**src/verilog/mdcsr_pkg.sv**
```systemverilog
//////////////////////////////////////////////////////////////////////
// shared widths, opcodes and mcause values for the M/CSR pipeline
// operator and CSR access enums, stage payload structs
//////////////////////////////////////////////////////////////////////

`default_nettype none

package mdcsr_pkg;

  localparam int XLEN       = 32;
  localparam int REG_ADDR_W = 5;
  localparam int CSR_ADDR_W = 12;

  // major opcodes
  localparam logic [6:0] OPCODE_OP     = 7'b011_0011;
  localparam logic [6:0] OPCODE_SYSTEM = 7'b111_0011;

  localparam logic [XLEN-1:0] EXC_CAUSE_ILLEGAL_INSN = XLEN'(2);

  typedef enum logic [1:0] {
    MD_OP_MULL = 2'b00,
    MD_OP_MULH = 2'b01,
    MD_OP_DIV  = 2'b10,
    MD_OP_REM  = 2'b11
  } md_op_e;

  typedef enum logic [1:0] {
    CSR_OP_READ  = 2'b00,
    CSR_OP_WRITE = 2'b01,
    CSR_OP_SET   = 2'b10,
    CSR_OP_CLEAR = 2'b11
  } csr_op_e;

  typedef struct packed {
    logic is_csr;
    logic is_mult;
    logic is_div;
  } op_flags_t;

  // EX1 -> EX2, wdata is the CSR write value
  typedef struct packed {
    op_flags_t             flags;
    logic                  rf_we;
    logic [REG_ADDR_W-1:0] rd;
    logic [XLEN-1:0]       wdata;
    logic [XLEN-1:0]       pc;
    logic [XLEN-1:0]       insn;
  } ex2_item_t;

  // EX2 -> WB -> commit
  typedef struct packed {
    logic                  we;
    logic [REG_ADDR_W-1:0] waddr;
    logic [XLEN-1:0]       wdata;
    logic                  err;
    logic [XLEN-1:0]       mcause;
    logic [XLEN-1:0]       pc;
  } pl_out_t;

endpackage

`default_nettype wire

```
**src/verilog/md_if.sv**
```systemverilog
//////////////////////////////////////////////////////////////////////
// start and result signals between the pipeline stages and the
// multiplier / divider units
//////////////////////////////////////////////////////////////////////

`timescale 1ns/1ns
`default_nettype none

interface md_if
  import mdcsr_pkg::*;
();

  logic            mult_en;
  logic            div_en;
  md_op_e          operator;
  // bit 0: op_a signed, bit 1: op_b signed
  logic [1:0]      signed_mode;
  logic [XLEN-1:0] op_a;
  logic [XLEN-1:0] op_b;
  logic [XLEN-1:0] mult_result;
  logic [XLEN-1:0] div_result;
  logic            div_valid;

  modport ex1 (output mult_en, div_en, operator, signed_mode, op_a, op_b);
  modport mul (input mult_en, operator, signed_mode, op_a, op_b, output mult_result);
  modport div (input div_en, operator, signed_mode, op_a, op_b,
               output div_result, div_valid);
  modport ex2 (input mult_result, div_result, div_valid);

endinterface

`default_nettype wire

```
**src/verilog/ex1_decode.sv**
```systemverilog
//////////////////////////////////////////////////////////////////////
// EX1 stage: RV32M and Zicsr decode, unit start strobes,
// CSR write value selection and the EX2 item
//////////////////////////////////////////////////////////////////////

`timescale 1ns/1ns
`default_nettype none

module ex1_decode
  import mdcsr_pkg::*;
(
  input  logic [XLEN-1:0] insn_i,
  input  logic [XLEN-1:0] pc_i,
  input  logic [XLEN-1:0] rs1_i,
  input  logic [XLEN-1:0] rs2_i,
  input  logic            us_valid_i,
  input  logic            ex2_rdy_i,
  md_if.ex1               md,
  output ex2_item_t       item_o
);

  logic [6:0]      opcode;
  logic [6:0]      funct7;
  logic [2:0]      funct3;
  logic            is_md;
  logic            is_mult;
  logic            is_div;
  logic            is_csr;
  logic            start;
  logic [XLEN-1:0] csr_wdata;

  assign opcode = insn_i[6:0];
  assign funct3 = insn_i[14:12];
  assign funct7 = insn_i[31:25];

  assign is_md   = (opcode == OPCODE_OP) && (funct7 == 7'b000_0001);
  assign is_mult = is_md & ~funct3[2];
  assign is_div  = is_md & funct3[2];
  // funct3 of zero is ecall/ebreak/mret and friends
  assign is_csr  = (opcode == OPCODE_SYSTEM) && (funct3 != 3'b000);

  always_comb begin
    if (funct3[2]) begin
      md.operator = funct3[1] ? MD_OP_REM : MD_OP_DIV;
    end else begin
      md.operator = (funct3[1:0] == 2'b00) ? MD_OP_MULL : MD_OP_MULH;
    end

    case (funct3)
      3'b001:  md.signed_mode = 2'b11;  // mulh
      3'b010:  md.signed_mode = 2'b01;  // mulhsu
      3'b100:  md.signed_mode = 2'b11;  // div
      3'b110:  md.signed_mode = 2'b11;  // rem
      default: md.signed_mode = 2'b00;
    endcase
  end

  // start only when the item really moves into EX2
  assign start      = us_valid_i & ex2_rdy_i;
  assign md.mult_en = start & is_mult;
  assign md.div_en  = start & is_div;
  assign md.op_a    = rs1_i;
  assign md.op_b    = rs2_i;

  // csrr*i forms use the zero-extended uimm field
  assign csr_wdata = insn_i[14] ? XLEN'(insn_i[19:15]) : rs1_i;

  assign item_o = '{
    flags: '{is_csr: is_csr, is_mult: is_mult, is_div: is_div},
    rf_we: is_csr | is_mult | is_div,
    rd:    insn_i[11:7],
    wdata: csr_wdata,
    pc:    pc_i,
    insn:  insn_i
  };

endmodule

`default_nettype wire

```
**src/verilog/md_multiplier.sv**
```systemverilog
//////////////////////////////////////////////////////////////////////
// 32x32 multiplier, operands registered on mult_en,
// low or high word of the 64-bit product
//////////////////////////////////////////////////////////////////////

`timescale 1ns/1ns
`default_nettype none

module md_multiplier
  import mdcsr_pkg::*;
(
  input  logic clk_i,
  input  logic rst_ni,
  md_if.mul    md
);

  logic signed [XLEN:0]     op_a_q;
  logic signed [XLEN:0]     op_b_q;
  md_op_e                   operator_q;
  logic signed [2*XLEN-1:0] product;

  // one extra bit carries the sign for signed operands
  always_ff @(posedge clk_i or negedge rst_ni) begin
    if (!rst_ni) begin
      op_a_q     <= '0;
      op_b_q     <= '0;
      operator_q <= MD_OP_MULL;
    end else if (md.mult_en) begin
      op_a_q     <= {md.signed_mode[0] & md.op_a[XLEN-1], md.op_a};
      op_b_q     <= {md.signed_mode[1] & md.op_b[XLEN-1], md.op_b};
      operator_q <= md.operator;
    end
  end

  assign product = (2*XLEN)'(op_a_q) * (2*XLEN)'(op_b_q);

  assign md.mult_result = (operator_q == MD_OP_MULH) ? product[2*XLEN-1:XLEN]
                                                     : product[XLEN-1:0];

endmodule

`default_nettype wire

```
**src/verilog/md_divider.sv**
```systemverilog
//////////////////////////////////////////////////////////////////////
// iterative restoring divider, DIV_ITER quotient bits per cycle
// sign fix-up, divide-by-zero and signed overflow results
//////////////////////////////////////////////////////////////////////

`timescale 1ns/1ns
`default_nettype none

module md_divider
  import mdcsr_pkg::*;
#(
  parameter int DIV_ITER = 1
) (
  input  logic clk_i,
  input  logic rst_ni,
  md_if.div    md
);

  localparam int STEPS = XLEN / DIV_ITER;
  localparam int CNT_W = $clog2(STEPS + 1);

  logic             busy_q;
  logic             valid_q;
  logic [CNT_W-1:0] cnt_q;

  logic [XLEN-1:0]  rem_q;
  logic [XLEN-1:0]  quot_q;
  logic [XLEN-1:0]  divisor_q;
  logic [XLEN-1:0]  dividend_q;
  md_op_e           operator_q;
  logic             neg_quot_q;
  logic             neg_rem_q;
  logic             div_zero_q;
  logic             overflow_q;

  logic             a_neg;
  logic             b_neg;
  logic [XLEN-1:0]  mag_a;
  logic [XLEN-1:0]  mag_b;
  logic [XLEN-1:0]  rem_nxt;
  logic [XLEN-1:0]  quot_nxt;
  logic [XLEN-1:0]  quot_res;
  logic [XLEN-1:0]  rem_res;

  assign a_neg = md.signed_mode[0] & md.op_a[XLEN-1];
  assign b_neg = md.signed_mode[1] & md.op_b[XLEN-1];
  assign mag_a = a_neg ? -md.op_a : md.op_a;
  assign mag_b = b_neg ? -md.op_b : md.op_b;

  // quotient register shifts the dividend out msb first
  always_comb begin : div_step
    logic [XLEN:0] shifted;
    logic [XLEN:0] trial;
    rem_nxt  = rem_q;
    quot_nxt = quot_q;
    for (int i = 0; i < DIV_ITER; i++) begin
      shifted = {rem_nxt, quot_nxt[XLEN-1]};
      trial   = shifted - {1'b0, divisor_q};
      if (!trial[XLEN]) begin
        rem_nxt  = trial[XLEN-1:0];
        quot_nxt = {quot_nxt[XLEN-2:0], 1'b1};
      end else begin
        rem_nxt  = shifted[XLEN-1:0];
        quot_nxt = {quot_nxt[XLEN-2:0], 1'b0};
      end
    end
  end

  always_ff @(posedge clk_i or negedge rst_ni) begin
    if (!rst_ni) begin
      busy_q  <= 1'b0;
      valid_q <= 1'b0;
      cnt_q   <= '0;
    end else if (md.div_en) begin
      // a new start also abandons any running division
      busy_q  <= 1'b1;
      valid_q <= 1'b0;
      cnt_q   <= CNT_W'(STEPS);
    end else if (busy_q) begin
      cnt_q <= cnt_q - 1'b1;
      if (cnt_q == CNT_W'(1)) begin
        busy_q  <= 1'b0;
        valid_q <= 1'b1;
      end
    end
  end

  always_ff @(posedge clk_i) begin
    if (md.div_en) begin
      rem_q      <= '0;
      quot_q     <= mag_a;
      divisor_q  <= mag_b;
      dividend_q <= md.op_a;
      operator_q <= md.operator;
      neg_quot_q <= a_neg ^ b_neg;
      neg_rem_q  <= a_neg;
      div_zero_q <= (md.op_b == '0);
      overflow_q <= (md.signed_mode == 2'b11) && (md.op_a == {1'b1, {(XLEN-1){1'b0}}}) &&
                    (md.op_b == '1);
    end else if (busy_q) begin
      rem_q  <= rem_nxt;
      quot_q <= quot_nxt;
    end
  end

  // remainder takes the dividend's sign
  assign quot_res = div_zero_q ? '1 :
                    overflow_q ? dividend_q :
                    neg_quot_q ? -quot_q : quot_q;
  assign rem_res  = div_zero_q ? dividend_q :
                    overflow_q ? '0 :
                    neg_rem_q  ? -rem_q : rem_q;

  assign md.div_result = (operator_q == MD_OP_REM) ? rem_res : quot_res;
  assign md.div_valid  = valid_q;

endmodule

`default_nettype wire

```
**src/verilog/ex2_stage.sv**
```systemverilog
//////////////////////////////////////////////////////////////////////
// EX2 stage: item register, completion tracking, CSR access port,
// illegal CSR error and result selection
//////////////////////////////////////////////////////////////////////

`timescale 1ns/1ns
`default_nettype none

module ex2_stage
  import mdcsr_pkg::*;
(
  input  logic                  clk_i,
  input  logic                  rst_ni,
  input  logic                  flush_i,

  input  logic                  us_valid_i,
  input  ex2_item_t             item_i,
  md_if.ex2                     md,

  input  logic                  wb_rdy_i,
  output logic                  ex2_rdy_o,
  output logic                  ex2wb_valid_o,
  output pl_out_t               ex2wb_o,

  output logic                  csr_op_en_o,
  output csr_op_e               csr_op_o,
  output logic [CSR_ADDR_W-1:0] csr_addr_o,
  output logic [XLEN-1:0]       csr_wdata_o,
  input  logic [XLEN-1:0]       csr_rdata_i,
  input  logic                  illegal_csr_i
);

  logic            valid_q;
  ex2_item_t       item_q;
  logic            done_q;
  logic            op_done;
  logic            rs1_zero;
  logic            err;
  logic [XLEN-1:0] result;

  // only a division takes more than one cycle
  assign op_done = ~item_q.flags.is_div | md.div_valid | done_q;

  assign ex2_rdy_o     = ~valid_q | (op_done & wb_rdy_i);
  assign ex2wb_valid_o = valid_q & op_done;

  always_ff @(posedge clk_i or negedge rst_ni) begin
    if (!rst_ni) begin
      valid_q <= 1'b0;
      done_q  <= 1'b0;
    end else begin
      if (flush_i) begin
        valid_q <= 1'b0;
      end else if (ex2_rdy_o) begin
        valid_q <= us_valid_i;
      end

      // keep done while WB stalls us
      if (flush_i || ex2_rdy_o) begin
        done_q <= 1'b0;
      end else if (valid_q && op_done) begin
        done_q <= 1'b1;
      end
    end
  end

  always_ff @(posedge clk_i) begin
    if (ex2_rdy_o) begin
      item_q <= item_i;
    end
  end

  // CSR access stays up while the item waits
  assign csr_op_en_o = valid_q & item_q.flags.is_csr;
  assign csr_addr_o  = item_q.insn[31:20];
  assign csr_wdata_o = item_q.wdata;
  assign rs1_zero    = (item_q.insn[19:15] == '0);

  always_comb begin
    case (item_q.insn[13:12])
      2'b01:   csr_op_o = CSR_OP_WRITE;
      2'b10:   csr_op_o = rs1_zero ? CSR_OP_READ : CSR_OP_SET;
      2'b11:   csr_op_o = rs1_zero ? CSR_OP_READ : CSR_OP_CLEAR;
      default: csr_op_o = CSR_OP_READ;
    endcase
  end

  always_comb begin
    if (item_q.flags.is_csr) begin
      result = csr_rdata_i;
    end else if (item_q.flags.is_mult) begin
      result = md.mult_result;
    end else if (item_q.flags.is_div) begin
      result = md.div_result;
    end else begin
      result = '0;
    end
  end

  assign err = item_q.flags.is_csr & illegal_csr_i;

  assign ex2wb_o = '{
    we:     item_q.rf_we,
    waddr:  item_q.rd,
    wdata:  result,
    err:    err,
    mcause: err ? EXC_CAUSE_ILLEGAL_INSN : '0,
    pc:     item_q.pc
  };

endmodule

`default_nettype wire

```
**src/verilog/wb_stage.sv**
```systemverilog
//////////////////////////////////////////////////////////////////////
// WB stage: output register towards commit with flush
//////////////////////////////////////////////////////////////////////

`timescale 1ns/1ns
`default_nettype none

module wb_stage
  import mdcsr_pkg::*;
(
  input  logic    clk_i,
  input  logic    rst_ni,
  input  logic    flush_i,
  input  logic    ex2wb_valid_i,
  input  pl_out_t ex2wb_i,
  input  logic    ds_rdy_i,
  output logic    wb_rdy_o,
  output logic    mult_pl_valid_o,
  output pl_out_t mult_pl_out_o
);

  logic    valid_q;
  pl_out_t out_q;

  assign wb_rdy_o = ~valid_q | ds_rdy_i;

  always_ff @(posedge clk_i or negedge rst_ni) begin
    if (!rst_ni) begin
      valid_q <= 1'b0;
    end else if (flush_i) begin
      valid_q <= 1'b0;
    end else if (wb_rdy_o) begin
      valid_q <= ex2wb_valid_i;
    end
  end

  // payload frozen while commit holds off
  always_ff @(posedge clk_i) begin
    if (wb_rdy_o && ex2wb_valid_i) begin
      out_q <= ex2wb_i;
    end
  end

  assign mult_pl_valid_o = valid_q;
  assign mult_pl_out_o   = out_q;

endmodule

`default_nettype wire

```
**src/verilog/mult_pipeline.sv**
```systemverilog
//////////////////////////////////////////////////////////////////////
// multiply/divide and CSR pipeline top level
// EX1 decode, EX2, WB and the two arithmetic units
//////////////////////////////////////////////////////////////////////

`timescale 1ns/1ns
`default_nettype none

module mult_pipeline
  import mdcsr_pkg::*;
#(
  parameter int DIV_ITER = 1
) (
  input  logic                  clk_i,
  input  logic                  rst_ni,
  input  logic                  flush_i,

  // issuer side
  input  logic                  us_valid_i,
  input  logic [XLEN-1:0]       insn_i,
  input  logic [XLEN-1:0]       pc_i,
  input  logic [XLEN-1:0]       rs1_i,
  input  logic [XLEN-1:0]       rs2_i,
  output logic                  mult_pl_rdy_o,

  // commit side
  input  logic                  ds_rdy_i,
  output logic                  mult_pl_valid_o,
  output pl_out_t               mult_pl_out_o,

  // CSR file access
  output logic                  csr_op_en_o,
  output csr_op_e               csr_op_o,
  output logic [CSR_ADDR_W-1:0] csr_addr_o,
  output logic [XLEN-1:0]       csr_wdata_o,
  input  logic [XLEN-1:0]       csr_rdata_i,
  input  logic                  illegal_csr_i
);

  logic      ex2_rdy;
  ex2_item_t ex2_item;
  logic      ex2wb_valid;
  pl_out_t   ex2wb;
  logic      wb_rdy;

  md_if u_md_if ();

  assign mult_pl_rdy_o = ex2_rdy;

  ex1_decode u_ex1_decode (
    .insn_i     (insn_i),
    .pc_i       (pc_i),
    .rs1_i      (rs1_i),
    .rs2_i      (rs2_i),
    .us_valid_i (us_valid_i),
    .ex2_rdy_i  (ex2_rdy),
    .md         (u_md_if.ex1),
    .item_o     (ex2_item)
  );

  md_multiplier u_md_multiplier (
    .clk_i  (clk_i),
    .rst_ni (rst_ni),
    .md     (u_md_if.mul)
  );

  md_divider #(
    .DIV_ITER (DIV_ITER)
  ) u_md_divider (
    .clk_i  (clk_i),
    .rst_ni (rst_ni),
    .md     (u_md_if.div)
  );

  ex2_stage u_ex2_stage (
    .clk_i         (clk_i),
    .rst_ni        (rst_ni),
    .flush_i       (flush_i),
    .us_valid_i    (us_valid_i),
    .item_i        (ex2_item),
    .md            (u_md_if.ex2),
    .wb_rdy_i      (wb_rdy),
    .ex2_rdy_o     (ex2_rdy),
    .ex2wb_valid_o (ex2wb_valid),
    .ex2wb_o       (ex2wb),
    .csr_op_en_o   (csr_op_en_o),
    .csr_op_o      (csr_op_o),
    .csr_addr_o    (csr_addr_o),
    .csr_wdata_o   (csr_wdata_o),
    .csr_rdata_i   (csr_rdata_i),
    .illegal_csr_i (illegal_csr_i)
  );

  wb_stage u_wb_stage (
    .clk_i           (clk_i),
    .rst_ni          (rst_ni),
    .flush_i         (flush_i),
    .ex2wb_valid_i   (ex2wb_valid),
    .ex2wb_i         (ex2wb),
    .ds_rdy_i        (ds_rdy_i),
    .wb_rdy_o        (wb_rdy),
    .mult_pl_valid_o (mult_pl_valid_o),
    .mult_pl_out_o   (mult_pl_out_o)
  );

endmodule

`default_nettype wire

```
**config.mk**
```make
export PLATFORM = sky130hd
export DESIGN_NAME = mult_pipeline
export DESIGN_NICKNAME = d
export VERILOG_FILES = /design/src/verilog/mdcsr_pkg.sv /design/src/verilog/md_if.sv /design/src/verilog/ex1_decode.sv /design/src/verilog/md_multiplier.sv /design/src/verilog/md_divider.sv /design/src/verilog/ex2_stage.sv /design/src/verilog/wb_stage.sv /design/src/verilog/mult_pipeline.sv
export SDC_FILE = /design/constraint.sdc
export NUM_CORES = 2
export LEC_CHECK = 0
export BUFFER_PORTS_ARGS = -buffer_cell sky130_fd_sc_hd__buf_4
export CAP_MARGIN = 25
export CORE_UTILIZATION = 40
export CTS_CLUSTER_DIAMETER = 120
export DETAILED_ROUTE_END_ITERATION = 12
export HOLD_SLACK_MARGIN = 0.05
export MAX_ROUTING_LAYER = met4
export PLACE_DENSITY = 0.54
export SLEW_MARGIN = 25
export SYNTH_ARGS = -nofsm -noshare
export SYNTH_HDL_FRONTEND = slang
export SYNTH_HIERARCHICAL = 1
export SYNTH_SLANG_ARGS = --single-unit
```
**constraint.sdc**
```tcl
create_clock -name clk_i -period 20.2 [get_ports clk_i]
set_input_delay 4.04 -clock clk_i [delete_from_list [all_inputs] [get_ports clk_i]]
set_output_delay 4.04 -clock clk_i [all_outputs]
set_load 0.01 [all_outputs]
```
==> results <==
- The width of the die is between 300 and 400 um.
- The first-pass GRT wire length is about 290000 um.
- The cell class contributing the biggest share of worst-path delay is adder cells.
- The capture instance of the worst register-to-register path is u_wb_stage/mult_pl_out_o[96].
- The type of the worst min-delay path is flop to flop.
- The total wirelength of the detailed-routed design is around 190000 um.
- After layout, the minimum clock period comes to 9.249 ns.
- Along the worst path, the maximum fanout reaches 21.
- The slowest stage of the critical path belongs to the cell sky130_fd_sc_hd__fa_1.
- The worst path setup slack after routing is 10.95 ns.
- Setup violations remaining at the end of the flow were counted as 0.
- After clock tree synthesis, the flow added hold-fix buffers numbering 0.
- No sink is reached through more buffers than the 3 on the longest clock path.
- The pin slew with the least headroom to its limit is 1.089 ns.
- The critical path required time is roughly 20 ns.
- The area of the placeable core is ~0.15 mm2.
- The I/O pin count is about 320.
- The category of the worst setup path launch point is a flop.
- The number of port buffers is 317.
- At the placement stage, the worst setup path has a slack of 10.81 ns.
- The final hold violation count is 0.
- In the routed layout, each cell is associated on average with a via count of around 5.2.
- The share of final-layout standard cells stronger than drive strength 1 is 0.09855.
- The total overflow reported by the global router is 0.
- The H-tree generated during clock tree synthesis spans 2 levels.
- The startpoint of the most critical register-to-register path is u_md_multiplier/op_b_q[4].
- The number of max-slew violations in the final report is 0.
- The flow ran to the end, and the final reports show no timing, DRC or antenna violations.
- The clock tree from TritonCTS is done.
- The data arrival time of the critical path is about 9.6 ns.
- The analysis attributes to cell leakage a power of around 31 nW.
- Walking the worst path, the cells encountered are buf_4, and2_1, fa_1, fa_1, fa_1, fa_1, inv_1, fa_1, inv_1, fa_1, fa_1, inv_1, fa_1, inv_1, ha_1, a21o_1, a21oi_1, and2_1, nand4_1, a41oi_2, xnor2_1, mux2i_1, a21oi_1, a21oi_1.
- The number of antenna violations at the first check in global routing is 6.
- By instance count, the cell type seen most on the critical path is sky130_fd_sc_hd__fa_1.
- The placement row count is roughly 140.
- The number of clock sinks is 408.
- The setup slack on the worst flop-to-flop path is around 11 ns.
- For the final routed database, the setup TNS stands at 0 ns.
- The kind of critical path is flop to flop.
- The pre-antenna-repair detailed-routing pass consisted of 5 iterations.
- In this run the worst setup path begins at u_md_multiplier/op_b_q[4].
- The weighted congestion reported at the end of routability-driven placement is just over 0.9.
- The latest clock arrival within the worst-skew pair is 0.62 ns.
- For the worst flop-to-flop path, the logic depth is 24.
- Of the available clock period, the critical path in the final layout requires 0.4578.
- For this run, the top clock speed supported by timing is 108.1 MHz.
- After clock tree synthesis, the clock-pin slew on the worst setup and hold paths is roughly 0.060 ns.
- For this run, the share of the core covered by cells in the final layout is 0.4299.
- Clock skew on the completed layout was measured at around 0.03 ns.
- The depth of the critical timing path with buffers and inverters included is 24.
- The final antenna-violating net count is 0.
- After clock tree synthesis, the setup repair step added 0 buffers.
- The area of the die is around 0.15 mm2.
- The worst vdd rail ir drop is approximately 55 uV.
- The net count of the finished layout is approximately 7.8k.
- In this run the tightest slew margin relative to its limit is 0.2740.
- The synthesized area per cell is roughly 9.7 um2.
- In the routed design, unresolved DRC markers number 0.
- Buffers inserted during clock tree synthesis total 48.
- The average routed wire per standard cell is 22.44 um.
- For this run, the total global-route usage over all layers was measured as 0.2536.
- The first-iteration detailed-routing DRC count is between 3k and 4k.
- The routed layout has roughly 43k vias.
- After technology mapping, the gate count stands at around 6.3k.
- The pin count of the biggest net entering global routing is between 70 and 80.
- Setup repair after global routing left no endpoint under its margin.
- In this run, post-CTS repair resized a total of 0 instances.
- The wire-length estimate of the detail-placed layout is ~150000 um.
- The total of warnings raised by yosys is 6.
- The floorplan die height is roughly 390 um.
- In this run the worst setup path terminates at u_wb_stage/mult_pl_out_o[96].
- The worst hold slack is approximately 0.42 ns.
- The initial utilization of the core area, before any placement, comes to 0.4027.
- The tool flagged a number of max-cap violations equal to 0.
- The worst setup path is captured at a flop.
- The number of global-route vias before repair is approximately 46k.
- The number of buffers and inverters on the critical path is 5.
- The library cell used as clock root buffer is sky130_fd_sc_hd__clkbuf_16.
- The cell area after technology mapping is 0.06118 mm2.
- In this design, the stage delay of the slowest critical-path cell is around 0.93 ns.
- The total power per unit cell area is between 30 and 40 mW/mm2.
- The growth of design area from synthesis to finish is 6.743%.
-- cell type report --
type / count / area [um2]
Multi-Input combinational cell: 4175 / 42150
Tap cell: 2030 / 2540
Clock inverter: 16 / 155.1
Inverter: 1191 / 4471
Sequential cell: 408 / 11550
Antenna cell: 5 / 12.51
Timing Repair Buffer: 397 / 2980
Clock buffer: 74 / 1443
Fill cell: 14850 / 86600
-- where the power goes --
| group | internal [W] | switching (W) |
|---|---|---|
| Clock | 0.000509 | 0.000376 |
| Combinational | 0.0000922 | 0.000140 |
| Sequential | 0.000920 | 0.00000845 |
-- registers in the layout, summed over array words and instances (netlist names), 32 cells and up --
name / cells
u_md_divider/divisor_q: 32
u_md_divider/rem_q: 32
u_md_divider/dividend_q: 32
u_md_multiplier/op_a_q: 33
u_ex2_stage/ex2wb_o: 38
u_md_divider/quot_q: 32
u_wb_stage/mult_pl_out_o: 103
u_md_multiplier/op_b_q: 33
u_ex2_stage/csr_wdata_o: 32
-- how the worst min path moves through the flow --
stage                                       start  cells after the start  slack, ns                           end
after floorplan             u_md_divider/cnt_q[5]                      2       0.48         u_md_divider/cnt_q[5]
after global placement     u_ex2_stage/ex2wb_o[2]                      0       0.40   u_wb_stage/mult_pl_out_o[2]
after detailed placement  u_ex2_stage/ex2wb_o[20]                      0       0.40  u_wb_stage/mult_pl_out_o[20]
after CTS                 u_ex2_stage/ex2wb_o[20]                      0       0.42  u_wb_stage/mult_pl_out_o[20]
after global routing      u_ex2_stage/ex2wb_o[25]                      0       0.42  u_wb_stage/mult_pl_out_o[25]
final                     u_ex2_stage/ex2wb_o[20]                      0       0.42  u_wb_stage/mult_pl_out_o[20]
-- per-layer routing --
metal  share of wire  track usage  up-vias
met5               0            -        -
met4           0.021      0.05016        0
met3           0.057      0.02447      211
met2            0.47       0.4108     1272
met1            0.45       0.3473    22430
li1                -            -    19000
-- stage by stage --
step,power [W],std cells,instance area (um2)
after floorplan,0.001097,6334,61290
after detailed placement,0.001176,8201,63690
after global routing,0.002113,8291,65290
after CTS,0.002066,8291,65290
after global placement,0.001175,8201,63690
final,0.002045,8296,65300
-- cell usage in the layout (no fill, tap or decap), types with 31 or more instances in the layout --
cell                           n
sky130_fd_sc_hd__a21o_1       59
sky130_fd_sc_hd__a21oi_1     236
sky130_fd_sc_hd__and2_1      551
sky130_fd_sc_hd__buf_4       397
sky130_fd_sc_hd__clkbuf_16    51
sky130_fd_sc_hd__conb_1       31
sky130_fd_sc_hd__dfrtp_1      66
sky130_fd_sc_hd__dfxtp_1      32
sky130_fd_sc_hd__edfxtp_1    297
sky130_fd_sc_hd__fa_1       1126
sky130_fd_sc_hd__ha_1        251
sky130_fd_sc_hd__inv_1      1191
sky130_fd_sc_hd__mux2_2       73
sky130_fd_sc_hd__nand2_1     712
sky130_fd_sc_hd__nand3_1      33
sky130_fd_sc_hd__nand3b_1     36
sky130_fd_sc_hd__nor2_1      192
sky130_fd_sc_hd__nor2b_1      70
sky130_fd_sc_hd__o211ai_1     36
sky130_fd_sc_hd__o21ai_0     120
sky130_fd_sc_hd__o31ai_1      33
sky130_fd_sc_hd__xnor2_1     144
sky130_fd_sc_hd__xor2_1       74
No activity file was read; power rests on OpenSTA's default activity.
